**config.mk**
```make
export PLATFORM = sky130hd
export DESIGN_NAME = shade_result
export DESIGN_NICKNAME = d
export VERILOG_FILES = /design/src/common/raster_pkg.sv /design/src/interpolator/shade_result.sv
export SDC_FILE = /design/constraint.sdc
export NUM_CORES = 2
export LEC_CHECK = 0
export ABC_AREA = 0
export BUFFER_PORTS_ARGS = -buffer_cell sky130_fd_sc_hd__buf_2
export CAP_MARGIN = 0
export CORE_MARGIN = 8
export CORE_UTILIZATION = 35
export CTS_CLUSTER_SIZE = 8
export DETAILED_ROUTE_END_ITERATION = 8
export PLACE_DENSITY_LB_ADDON = 0.2
export SYNTH_ARGS = -nofsm -noshare
export SYNTH_HDL_FRONTEND = slang
export SYNTH_SLANG_ARGS = --single-unit
```
**constraint.sdc**
```tcl
create_clock -name clk -period 0.95 [get_ports clk]
set_input_delay 0.2375 -clock clk [delete_from_list [all_inputs] [get_ports clk]]
set_output_delay 0.2375 -clock clk [all_outputs]
set_load 0.02 [all_outputs]
```
**src/common/raster_pkg.sv**
```systemverilog
package raster_pkg;

    //////////////////////////////////////////////////
    // Widths and fixed-point formats
    //////////////////////////////////////////////////

    // Integer pixel coordinate on screen
    typedef logic [9:0] coord_t;

    // Signed fixed point, format set by the caller
    typedef logic signed [31:0] fixed_t;

    // One color channel and a packed RGB triple
    // Red in the top byte, blue in the bottom byte
    typedef logic [7:0] channel_t;
    typedef logic [23:0] rgb_t;

    // Edge function values carry 4 fractional bits
    localparam int PIXEL_FRAC_BITS = 4;

    // Barycentric weights and the area reciprocal carry 16
    localparam int PRECISION_FRAC_BITS = 16;

    //////////////////////////////////////////////////
    // Fixed-point helpers
    //////////////////////////////////////////////////

    // Integer to fixed point with frac fractional bits
    function automatic fixed_t to_fixed(input int value, input int frac);
        return fixed_t'(value <<< frac);
    endfunction

    // Product of two fixed values, scaled back by frac bits
    // Full 64-bit product so nothing overflows before the shift
    function automatic fixed_t fixed_mul(input fixed_t a, input fixed_t b, input int frac);
        logic signed [63:0] prod;
        prod = 64'(a) * 64'(b);
        return fixed_t'(prod >>> frac);
    endfunction

    // Limit value to the range lo..hi, both ends included
    function automatic fixed_t clamp_fixed(input fixed_t value, input fixed_t lo,
                                           input fixed_t hi);
        if (value < lo) begin
            return lo;
        end
        if (value > hi) begin
            return hi;
        end
        return value;
    endfunction

endpackage

```
**src/interpolator/shade_result.sv**
```systemverilog
`timescale 1ns/1ps

module shade_result (
    input  logic               clk,
    input  logic               rstn,
    input  logic               stall,
    input  logic               exe_valid,
    input  logic               covered,
    input  raster_pkg::fixed_t b0,
    input  raster_pkg::fixed_t b1,
    input  raster_pkg::fixed_t b2,
    input  raster_pkg::rgb_t   v0_color,
    input  raster_pkg::rgb_t   v1_color,
    input  raster_pkg::rgb_t   v2_color,
    input  raster_pkg::coord_t pix_x,
    input  raster_pkg::coord_t pix_y,
    output logic               out_valid,
    output raster_pkg::coord_t out_x,
    output raster_pkg::coord_t out_y,
    output logic               out_covered,
    output raster_pkg::rgb_t   out_color
);
    import raster_pkg::*;

    // Number of color channels in rgb_t
    localparam int CHANNELS = 3;

    // Weighted channel value, truncated, then held inside vertex range
    function automatic channel_t shade_channel(input fixed_t w0, input channel_t c0,
                                               input fixed_t w1, input channel_t c1,
                                               input fixed_t w2, input channel_t c2);
        fixed_t   sum;
        fixed_t   whole;
        channel_t c_min;
        channel_t c_max;
        sum = fixed_mul(w0, to_fixed(int'(c0), PRECISION_FRAC_BITS), PRECISION_FRAC_BITS)
            + fixed_mul(w1, to_fixed(int'(c1), PRECISION_FRAC_BITS), PRECISION_FRAC_BITS)
            + fixed_mul(w2, to_fixed(int'(c2), PRECISION_FRAC_BITS), PRECISION_FRAC_BITS);
        // Drop the fraction
        whole = sum >>> PRECISION_FRAC_BITS;
        c_min = (c0 < c1) ? c0 : c1;
        c_min = (c_min < c2) ? c_min : c2;
        c_max = (c0 > c1) ? c0 : c1;
        c_max = (c_max > c2) ? c_max : c2;
        // Rounding loss can push a flat color off by one, the range fixes that
        whole = clamp_fixed(whole, fixed_t'(c_min), fixed_t'(c_max));
        return channel_t'(whole);
    endfunction

    //////////////////////////////////////////////////
    // Color interpolation
    //////////////////////////////////////////////////

    rgb_t shade_color;

    // Channel 0 is blue in the low byte, channel 2 red in the high byte
    for (genvar ch = 0; ch < CHANNELS; ch++) begin : g_channel
        assign shade_color[ch*8 +: 8] = shade_channel(b0, v0_color[ch*8 +: 8],
                                                      b1, v1_color[ch*8 +: 8],
                                                      b2, v2_color[ch*8 +: 8]);
    end

    //////////////////////////////////////////////////
    // Output register
    //////////////////////////////////////////////////

    always_ff @(posedge clk or negedge rstn) begin
        if (!rstn) begin
            out_valid <= 1'b0;
        end else if (!stall) begin
            out_valid <= exe_valid;
        end
    end

    // Held while the sink is not ready
    always_ff @(posedge clk) begin
        if (!stall) begin
            out_x       <= pix_x;
            out_y       <= pix_y;
            out_covered <= covered;
            out_color   <= shade_color;
        end
    end

endmodule

```
==> flow_summary.ini <==
[worst_setup_path]
reg2regPathDepth = 1
cpMaxStageDelayCell = fa_2
reg2reg_setup_slack_ns = 0.18
crit_end = out_color[16]$_DFFE_PN_
cp-startpoint = b2[9]
end_kind = flip-flop
start_kind = primary input
cpPeakStageDelay_ns = 0.54
r2r_start = out_valid$_DFFE_PN0N_
arrival_ns = 7.87
r2r-end = out_valid$_DFFE_PN0N_
required_ns = 1.08
crit_fanout = 7
worst-setup-path-type = primary input to flip-flop

[drt]
num_vias = 52813
drt_iter0_drc = 2787
wl_per_cell_um = 19.50
dr.pass1.iters = 6
drtAntennaViolNets = 0
drc = 0
via_per_inst = 4.663
routed_wl_um = 220900

[min_path]
hold_path_class = primary input to flip-flop
min-delay-start = pix_x[2]

[timing]
hold_viol = 0
slew-limit-headroom_pct = 39.93
rsz0062_at_grt = yes
whs_ns = 0.03406
setup_viol = 70
report.final.slew_viol_count = 0
tightestPinTransition_ns = 0.8784
period_share_pct = 814.8
fin_crit_ns = 7.741
layout_setup_ws_ns = -6.791
clock_skew_ns = 0
fmax_mhz = 129.2

[die]
initial_core_util_pct = 35.19
fp.dieH_um = 458.5
fp.dieW_um = 458.5
io_pins = 239
rows = 162
die-area_um2 = 210200
core_um2 = 194800

[synth]
yosysUniqueCellTypes = 86
synth_edf_count = 45
syn_nets = 10258
synth-seq-area-share_pct = 2.008
ys_async_sr_fraction_pct = 2.174
netlist_instances = 7803
syn_avg_cell_area_um2 = 8.784
ys_ff_latch = 46
yosys_warnings = 0
dominantRegCellSynth = edfxtp_1
netlist_area_um2 = 68540

[clock_network]
root_buffer = clkbuf_16
cts_buffers = 5
cts-htree-levels = 2
cts_max_path_buffers = 2
cts_sinks = 46
clock_latency_ns = 0.36
cts.clk_slew.worst_paths_ns = 0.10
cts_tree = done

[layout]
final_nets = 11147
mostFrequentLayoutCell = inv_1
nFillCells = 19677
stdcell_count = 11327
drive_gt1_share_pct = 18.49
final_cell_mix = inv_1 (2018), fa_1 (1678), nand2_1 (1304)
areaGrowthSynthToFinish_pct = 20.62

[flow_run]
drv_cap = 0

[global_routing]
grt_usage_pct = 21.34
grt_max_degree = 27
grt_pass1_vias = 57896
grt_antenna_before_repair = 25
grt_overflow_total = 0
grt_pass1_wl_um = 345600

[placement]
hpwl_um = 197800
portBuffers = 238
gp_congestion = 0.9062
dp.cells = 11248

[outcome]
violations = negative setup slack
status = finished with violations
==> worst max-delay path: cells and delay by family <==
family	cells	cell delay (ns)
buffers and inverters	7	0.66
and+or+nand+nor	3	0.56
adders and majority gates	9	3.95
AOI/OAI and AO/OA	9	1.70
xor gates and xnor gates	1	0.17
muxes	2	0.59
==> metrics by stage <==
stage | utilization [%] | TNS [ns] | area, µm² | worst slack (ns)
6_report | 42.44 | -170.07 | 82670 | -6.791
5_1_grt | 42.44 | -177.90 | 82660 | -7.086
4_1_cts | 42.11 | -170.62 | 82020 | -6.773
3_5_place_dp | 41.15 | -191.77 | 80160 | -8.655
3_3_place_gp | 41.15 | -189.75 | 80160 | -8.605
2_1_floorplan | - | -171.25 | 69640 | -6.934
==> synth_stat cells, drive strengths merged, types with 55 or more instances <==
master	count	share of area, %
a21o	55	0.60
a21oi	87	0.66
and2	827	7.5
clkbuf	413	2.3
fa	1725	50
ha	537	9.8
inv	2049	11
nand2	1323	7.2
nor2	57	0.31
o21ai	74	0.56
xnor2	136	1.7
==> cells by family after synthesis <==
kind of cell,Yosys count,synth area share (%)
AOI/OAI and AO/OA,399,4.091
and+or+nand+nor,2364,16.57
adders and majority gates,2264,60.22
muxes,86,1.347
DFF,46,2.008
xor gates and xnor gates,175,2.236
buffers and inverters,2469,13.53
==> state kept, by name, indices dropped and copies added (netlist names) <==
| name | cells |
|---|---|
| out_color | 24 |
| out_x | 10 |
| out_y | 10 |
| out_covered | 1 |
| out_valid | 1 |
==> how the worst min path moves through the flow <==
stage | to | cells past startpoint | slack, ns
2_1_floorplan | out_valid$_DFFE_PN0N_ | 0 | -0.06
3_3_place_gp | out_valid$_DFFE_PN0N_ | 1 | 0.01
3_5_place_dp | out_valid$_DFFE_PN0N_ | 1 | 0.01
4_1_cts | out_y[6]$_DFFE_PN_ | 1 | 0.01
5_1_grt | out_y[6]$_DFFE_PN_ | 1 | 0.03
6_report | out_x[2]$_DFFE_PN_ | 1 | 0.03
==> final cells by class <==
cell class	instances	area [µm²]	area share, %
multi-input combinational	5288	59060	71.44
timing repair buffer	1302	11080	13.40
inverter	2049	7695	9.308
tap	2624	3283	3.971
sequential	46	1376	1.665
clock buffer	5	125.1	0.1513
clock inverter	3	28.78	0.03481
antenna	10	25.02	0.03027
==> layer usage <==
metal  GRT usage [%]  routed length, µm
met5               0                105
met4           7.858               9830
met3           2.374              10690
met2           35.83             105400
met1           28.52              94890
==> timing repair <==
action                                  4_1_cts  5_1_grt
buffers inserted                             48       13
endpoints found under the hold margin         1        0
pin swaps                                   151       89
endpoints found under the setup margin       70       70
gates resized for setup                     314      162
cloned                                        3        0
hold buffers                                  1        0
Power is left out: the tool's default activity adds up to more than one toggle a clock period on the data nets, which glitch-free logic cannot reach.
