--- src/common/raster_pkg.sv ---
package raster_pkg;

    //////////////////////////////////////////////////
    // Widths and fixed-point formats
    //////////////////////////////////////////////////

    // Integer pixel coordinate on screen
    typedef logic [9:0] coord_t;

    // Signed fixed point, format set by the caller
    typedef logic signed [31:0] fixed_t;

    // One color channel and a packed RGB triple
    // Red in the top byte, blue in the bottom byte
    typedef logic [7:0] channel_t;
    typedef logic [23:0] rgb_t;

    // Edge function values carry 4 fractional bits
    localparam int PIXEL_FRAC_BITS = 4;

    // Barycentric weights and the area reciprocal carry 16
    localparam int PRECISION_FRAC_BITS = 16;

    //////////////////////////////////////////////////
    // Fixed-point helpers
    //////////////////////////////////////////////////

    // Integer to fixed point with frac fractional bits
    function automatic fixed_t to_fixed(input int value, input int frac);
        return fixed_t'(value <<< frac);
    endfunction

    // Product of two fixed values, scaled back by frac bits
    // Full 64-bit product so nothing overflows before the shift
    function automatic fixed_t fixed_mul(input fixed_t a, input fixed_t b, input int frac);
        logic signed [63:0] prod;
        prod = 64'(a) * 64'(b);
        return fixed_t'(prod >>> frac);
    endfunction

    // Limit value to the range lo..hi, both ends included
    function automatic fixed_t clamp_fixed(input fixed_t value, input fixed_t lo,
                                           input fixed_t hi);
        if (value < lo) begin
            return lo;
        end
        if (value > hi) begin
            return hi;
        end
        return value;
    endfunction

endpackage

--- src/interpolator/coverage_execute.sv ---
`timescale 1ns/1ps

module coverage_execute #(
    parameter int EDGE_TOLERANCE = 8
) (
    input  logic               clk,
    input  logic               rstn,
    input  logic               stall,
    input  logic               dec_valid,
    input  raster_pkg::fixed_t f01,
    input  raster_pkg::fixed_t f12,
    input  raster_pkg::fixed_t f20,
    input  raster_pkg::fixed_t area_inv,
    input  raster_pkg::coord_t v0_x,
    input  raster_pkg::coord_t v0_y,
    input  raster_pkg::coord_t v1_x,
    input  raster_pkg::coord_t v1_y,
    input  raster_pkg::coord_t v2_x,
    input  raster_pkg::coord_t v2_y,
    input  raster_pkg::rgb_t   v0_color,
    input  raster_pkg::rgb_t   v1_color,
    input  raster_pkg::rgb_t   v2_color,
    input  raster_pkg::coord_t pix_x,
    input  raster_pkg::coord_t pix_y,
    output logic               exe_valid,
    output logic               covered,
    output raster_pkg::fixed_t b0,
    output raster_pkg::fixed_t b1,
    output raster_pkg::fixed_t b2,
    output raster_pkg::rgb_t   exe_v0_color,
    output raster_pkg::rgb_t   exe_v1_color,
    output raster_pkg::rgb_t   exe_v2_color,
    output raster_pkg::coord_t exe_pix_x,
    output raster_pkg::coord_t exe_pix_y
);
    import raster_pkg::*;

    // Lowest edge value still counted as on the edge
    localparam fixed_t TOL_NEG = -fixed_t'(EDGE_TOLERANCE);

    // Weight of one in barycentric format
    localparam fixed_t WEIGHT_ONE = to_fixed(1, PRECISION_FRAC_BITS);

    // Top edge runs flat toward +x, left edge goes up the screen
    function automatic logic is_top_left(input coord_t x0, input coord_t y0,
                                         input coord_t x1, input coord_t y1);
        return ((y0 == y1) && (x1 > x0)) || (y0 > y1);
    endfunction

    // Inside one edge, or on it within tolerance when top-left
    function automatic logic edge_inside(input fixed_t f, input logic top_left);
        return (f > 0) || ((f >= TOL_NEG) && top_left);
    endfunction

    //////////////////////////////////////////////////
    // Coverage
    //////////////////////////////////////////////////

    logic top_left01, top_left12, top_left20;
    assign top_left01 = is_top_left(v0_x, v0_y, v1_x, v1_y);
    assign top_left12 = is_top_left(v1_x, v1_y, v2_x, v2_y);
    assign top_left20 = is_top_left(v2_x, v2_y, v0_x, v0_y);

    logic covered_c;
    assign covered_c = edge_inside(f01, top_left01)
                     && edge_inside(f12, top_left12)
                     && edge_inside(f20, top_left20);

    //////////////////////////////////////////////////
    // Barycentric weights
    //////////////////////////////////////////////////

    // Weight of a vertex comes from the edge opposite it
    // edge in 4 frac bits times reciprocal in 16, back to 16
    fixed_t b0_raw, b1_raw, b2_raw;
    assign b0_raw = fixed_mul(f12, area_inv, PIXEL_FRAC_BITS);
    assign b1_raw = fixed_mul(f20, area_inv, PIXEL_FRAC_BITS);
    assign b2_raw = fixed_mul(f01, area_inv, PIXEL_FRAC_BITS);

    // Outside pixels give weights past 0..1, clip them
    fixed_t b0_c, b1_c, b2_c;
    assign b0_c = clamp_fixed(b0_raw, '0, WEIGHT_ONE);
    assign b1_c = clamp_fixed(b1_raw, '0, WEIGHT_ONE);
    assign b2_c = clamp_fixed(b2_raw, '0, WEIGHT_ONE);

    // Stage register
    always_ff @(posedge clk or negedge rstn) begin
        if (!rstn) begin
            exe_valid <= 1'b0;
        end else if (!stall) begin
            exe_valid <= dec_valid;
        end
    end

    always_ff @(posedge clk) begin
        if (!stall) begin
            covered      <= covered_c;
            b0           <= b0_c;
            b1           <= b1_c;
            b2           <= b2_c;
            exe_v0_color <= v0_color;
            exe_v1_color <= v1_color;
            exe_v2_color <= v2_color;
            exe_pix_x    <= pix_x;
            exe_pix_y    <= pix_y;
        end
    end

endmodule

--- config.mk ---
export PLATFORM = sky130hd
export DESIGN_NAME = coverage_execute
export DESIGN_NICKNAME = d
export VERILOG_FILES = /design/src/common/raster_pkg.sv /design/src/interpolator/coverage_execute.sv
export SDC_FILE = /design/constraint.sdc
export NUM_CORES = 2
export LEC_CHECK = 0
export CAP_MARGIN = 20
export CORE_MARGIN = 5
export CORE_UTILIZATION = 30
export CTS_BUF_LIST = sky130_fd_sc_hd__clkbuf_2
export CTS_CLUSTER_DIAMETER = 120
export CTS_CLUSTER_SIZE = 24
export DETAILED_ROUTE_END_ITERATION = 7
export DONT_BUFFER_PORTS = 1
export MAX_ROUTING_LAYER = met4
export PLACE_DENSITY = 0.42
export SYNTH_ARGS = -nofsm -noshare
export SYNTH_HDL_FRONTEND = slang
export SYNTH_SLANG_ARGS = --single-unit
--- constraint.sdc ---
create_clock -name clk -period 1.3 [get_ports clk]
set_input_delay 0.065 -clock clk [delete_from_list [all_inputs] [get_ports clk]]
set_output_delay 0.065 -clock clk [all_outputs]
set_load 0.005 [all_outputs]
==> impl_results.md <==
- Post-Place Worst Slack: -6290 ps
- Starting Density: a little under a third
- Root Driver: clkbuf_2
- Pins Over Slew Limit: 0
- DP Wirelength: 171000 um
- Post-synth EDFFs: approximately 190
- Worst Skew: 0 ps
- Final setup vio count: roughly 240
- Die X: approximately 490 um
- Final Cycle Share: 486%
- Status: finished with violations
- Kind of critical path: primary input to register
- Area leader, netlist: fa_1
- Residual DRC count: 2
- Failing checks: DRC, hold timing, setup timing
- Setup WS post-layout: -5020 ps
- Antenna-violating nets left: 0
- Seq/Total Area, Yosys: under 10%
- #FFs+latches synth: 190
- Final Hold Viols: 1
- # H-tree levels: 4
- Hold WC Path Type: primary input to register
- Slew margin rel.: 44.3%
- Clk buf depth: 2
- CTS tree: yes
- Largest net degree at the start of global routing: around 100
- RSZ-0062 raised after global routing: true
- WP data required: approximately 2200 ps
- Sink count of the clock tree: 190
- First-pass GRT wire length: about 380000 um
- Ys async rst share: less than 1%
- DRT Pass-1 Iters: 7
- Vias in the first global route: 58429
- Setup crit end kind: register
- DR vias/cell: ~4.7
- Critical Path Start Type: primary input
- Die H: roughly 500 um
- Syn-to-layout area delta: 16.7%
- CP Max Fanout: 93
- Gr usage total: 21.2%
- Core area: roughly 230000 um2
- Final Critical Period: around 6300 ps
- Max-capacitance violation count: 0
- Final Util: 35.2%
- Unique masters post-synth: between 100 and 150
- Dpl cells: between 10000 and 15000
- Share of cells above drive strength 1: under 10%
- Clk_lat worst skew: between 1000 and 1500 ps
- Drt initial violations: ~2800
- Hold WS: -118 ps
- Synth top area cells: fa_1, and2_1, ha_1, inv_1, edfxtp_1
- Drt total wl: around 250000 um
- Commonest non-fill, non-tap cell in the layout: inv_1
- GRT overflow: 0
- Yosys warns: 0
- Synth Area per Inst: 9.39 um2
- Cts bufs inserted: 17
- Site row count: about 180
- Slowest stage delay, CP: 620 ps
- Area share of the largest cell type after synthesis: 45.8%
- CP arrival: between 7000 and 8000 ps
- RePlAce Congestion: 0.833
- Fin cells: about 11000
- Slowest CP cell: fa_1
- Mapped Cells: ~7400
- Full die area: 241000 um2
- Fmax: around 160 MHz
- Worst Max-Slew Pin Slew: roughly 830 ps
- Most repeated library cell on the critical path: fa_1
- Reg clk slew, reported paths: 370 ps
- Synthesized area: 69300 um2
- Initial antenna violation count: 22
- Drt wl/cell: around 22 um
- Most frequent cells in the layout: inv_1, fa_1, and2_1, nand2_1, ha_1
- Total number of vias: 51572
- Reg2reg setup slack: approximately 470 ps
- Buffers on Ports: 0
- Synth Flop Type: edfxtp_1
- # nets final: 10283
- IO Count: roughly 470
-- logic make-up (layout without fill, tap and decap cells) --
family	Yosys count	in the layout	share of synthesized area [%]
adder cells (fa/ha/maj)	2103	2103	55.1
multiplexers	7	7	0.105
buffers and inverters	2096	2574	11.4
XOR/XNOR	241	242	3.11
other	1	67	0.00541
AND/OR/NAND/NOR	2368	2368	18.3
AO/OA/AOI/OAI	380	380	3.69
flip-flops	190	190	8.22
-- what timing repair did --
action | 4_1_cts | 5_1_grt
pin swaps | 52 | 62
resized for setup | 106 | 114
hold buffers | 392 | 2
endpoints found under the hold margin | 308 | 4
gates cloned | 3 | 2
setup endpoints to repair | 241 | 363
buffers inserted | 12 | 7
-- cells in the mapped netlist (all sizes together) (4+ instances only) --
cell / n
inv: 1675
fa: 1587
and2: 1212
nand2: 795
ha: 516
clkbuf: 400
edfxtp: 189
xnor2: 185
a21oi: 104
nor2: 86
o21ai: 75
nand4: 56
xor2: 53
nor3: 48
nor4: 46
a21o: 39
nand2b: 24
nor2b: 23
o21a: 22
nand3: 21
buf: 19
a211oi: 18
o211ai: 15
a31oi: 14
nor3b: 9
and3: 8
o21bai: 8
a211o: 7
a2111oi: 6
a21boi: 6
a221oi: 6
nor4b: 6
or3: 6
a311oi: 5
and4: 5
mux2i: 5
nand4b: 5
o2111ai: 5
o22ai: 5
o31a: 5
nor4bb: 4
o211a: 4
o221ai: 4
o31ai: 4
-- flip-flops by register name, summed over array words and instances, names as in the netlist --
register,flops
exe_pix_x,10
b2,32
covered,1
exe_valid,1
exe_v2_color,24
b0,32
exe_v1_color,24
b1,32
exe_v0_color,24
exe_pix_y,10
-- worst paths after layout --
kind                                   from         to  cells past startpoint
worst max-delay path            area_inv[5]      b1[6]                     26
worst min-delay path            area_inv[1]      b2[0]                      6
worst max register to register    exe_valid  exe_valid                      1
worst min register to register    exe_valid  exe_valid                      1
max in group asynchronous              rstn  exe_valid                      4
min in group asynchronous              rstn  exe_valid                      4
-- layout make-up --
| type | count | area [um2] |
|---|---|---|
| Sequential cell | 190 | 5700 |
| Inverter | 1675 | 6300 |
| Fill cell | 23428 | 149000 |
| Clock buffer | 17 | 85.1 |
| Tap cell | 3026 | 3790 |
| Timing Repair Buffer | 867 | 7780 |
| Multi-Input combinational cell | 5145 | 57000 |
| Antenna cell | 22 | 55.1 |
| Clock inverter | 15 | 175 |
-- metrics by stage --
step	setup TNS (ps)	instance area, um2
after floorplan	-649290	70300
after global placement	-310960	75400
after detailed placement	-312280	75400
after CTS	-339780	80200
after global routing	-347620	80900
final	-303500	80900
-- layer usage --
metal	track usage (%)	part of all wire (%)	up-vias
met5	-	0	-
met4	6.20	3.4	0
met3	3.00	5.0	301
met2	35.7	49	1296
met1	26.6	43	27199
li1	-	-	22776
-- worst max-delay path, delay by kind of cell --
kind / cells / cell delay, ps
buffers and inverters: 7 / 830
adders and majority gates: 9 / 4380
AOI/OAI and AO/OA: 2 / 570
xor gates and xnor gates: 1 / 170
and+or+nand+nor: 7 / 1080
Power is left out: the tool's default activity adds up to more than one toggle a clock period on the data nets, which glitch-free logic cannot reach.
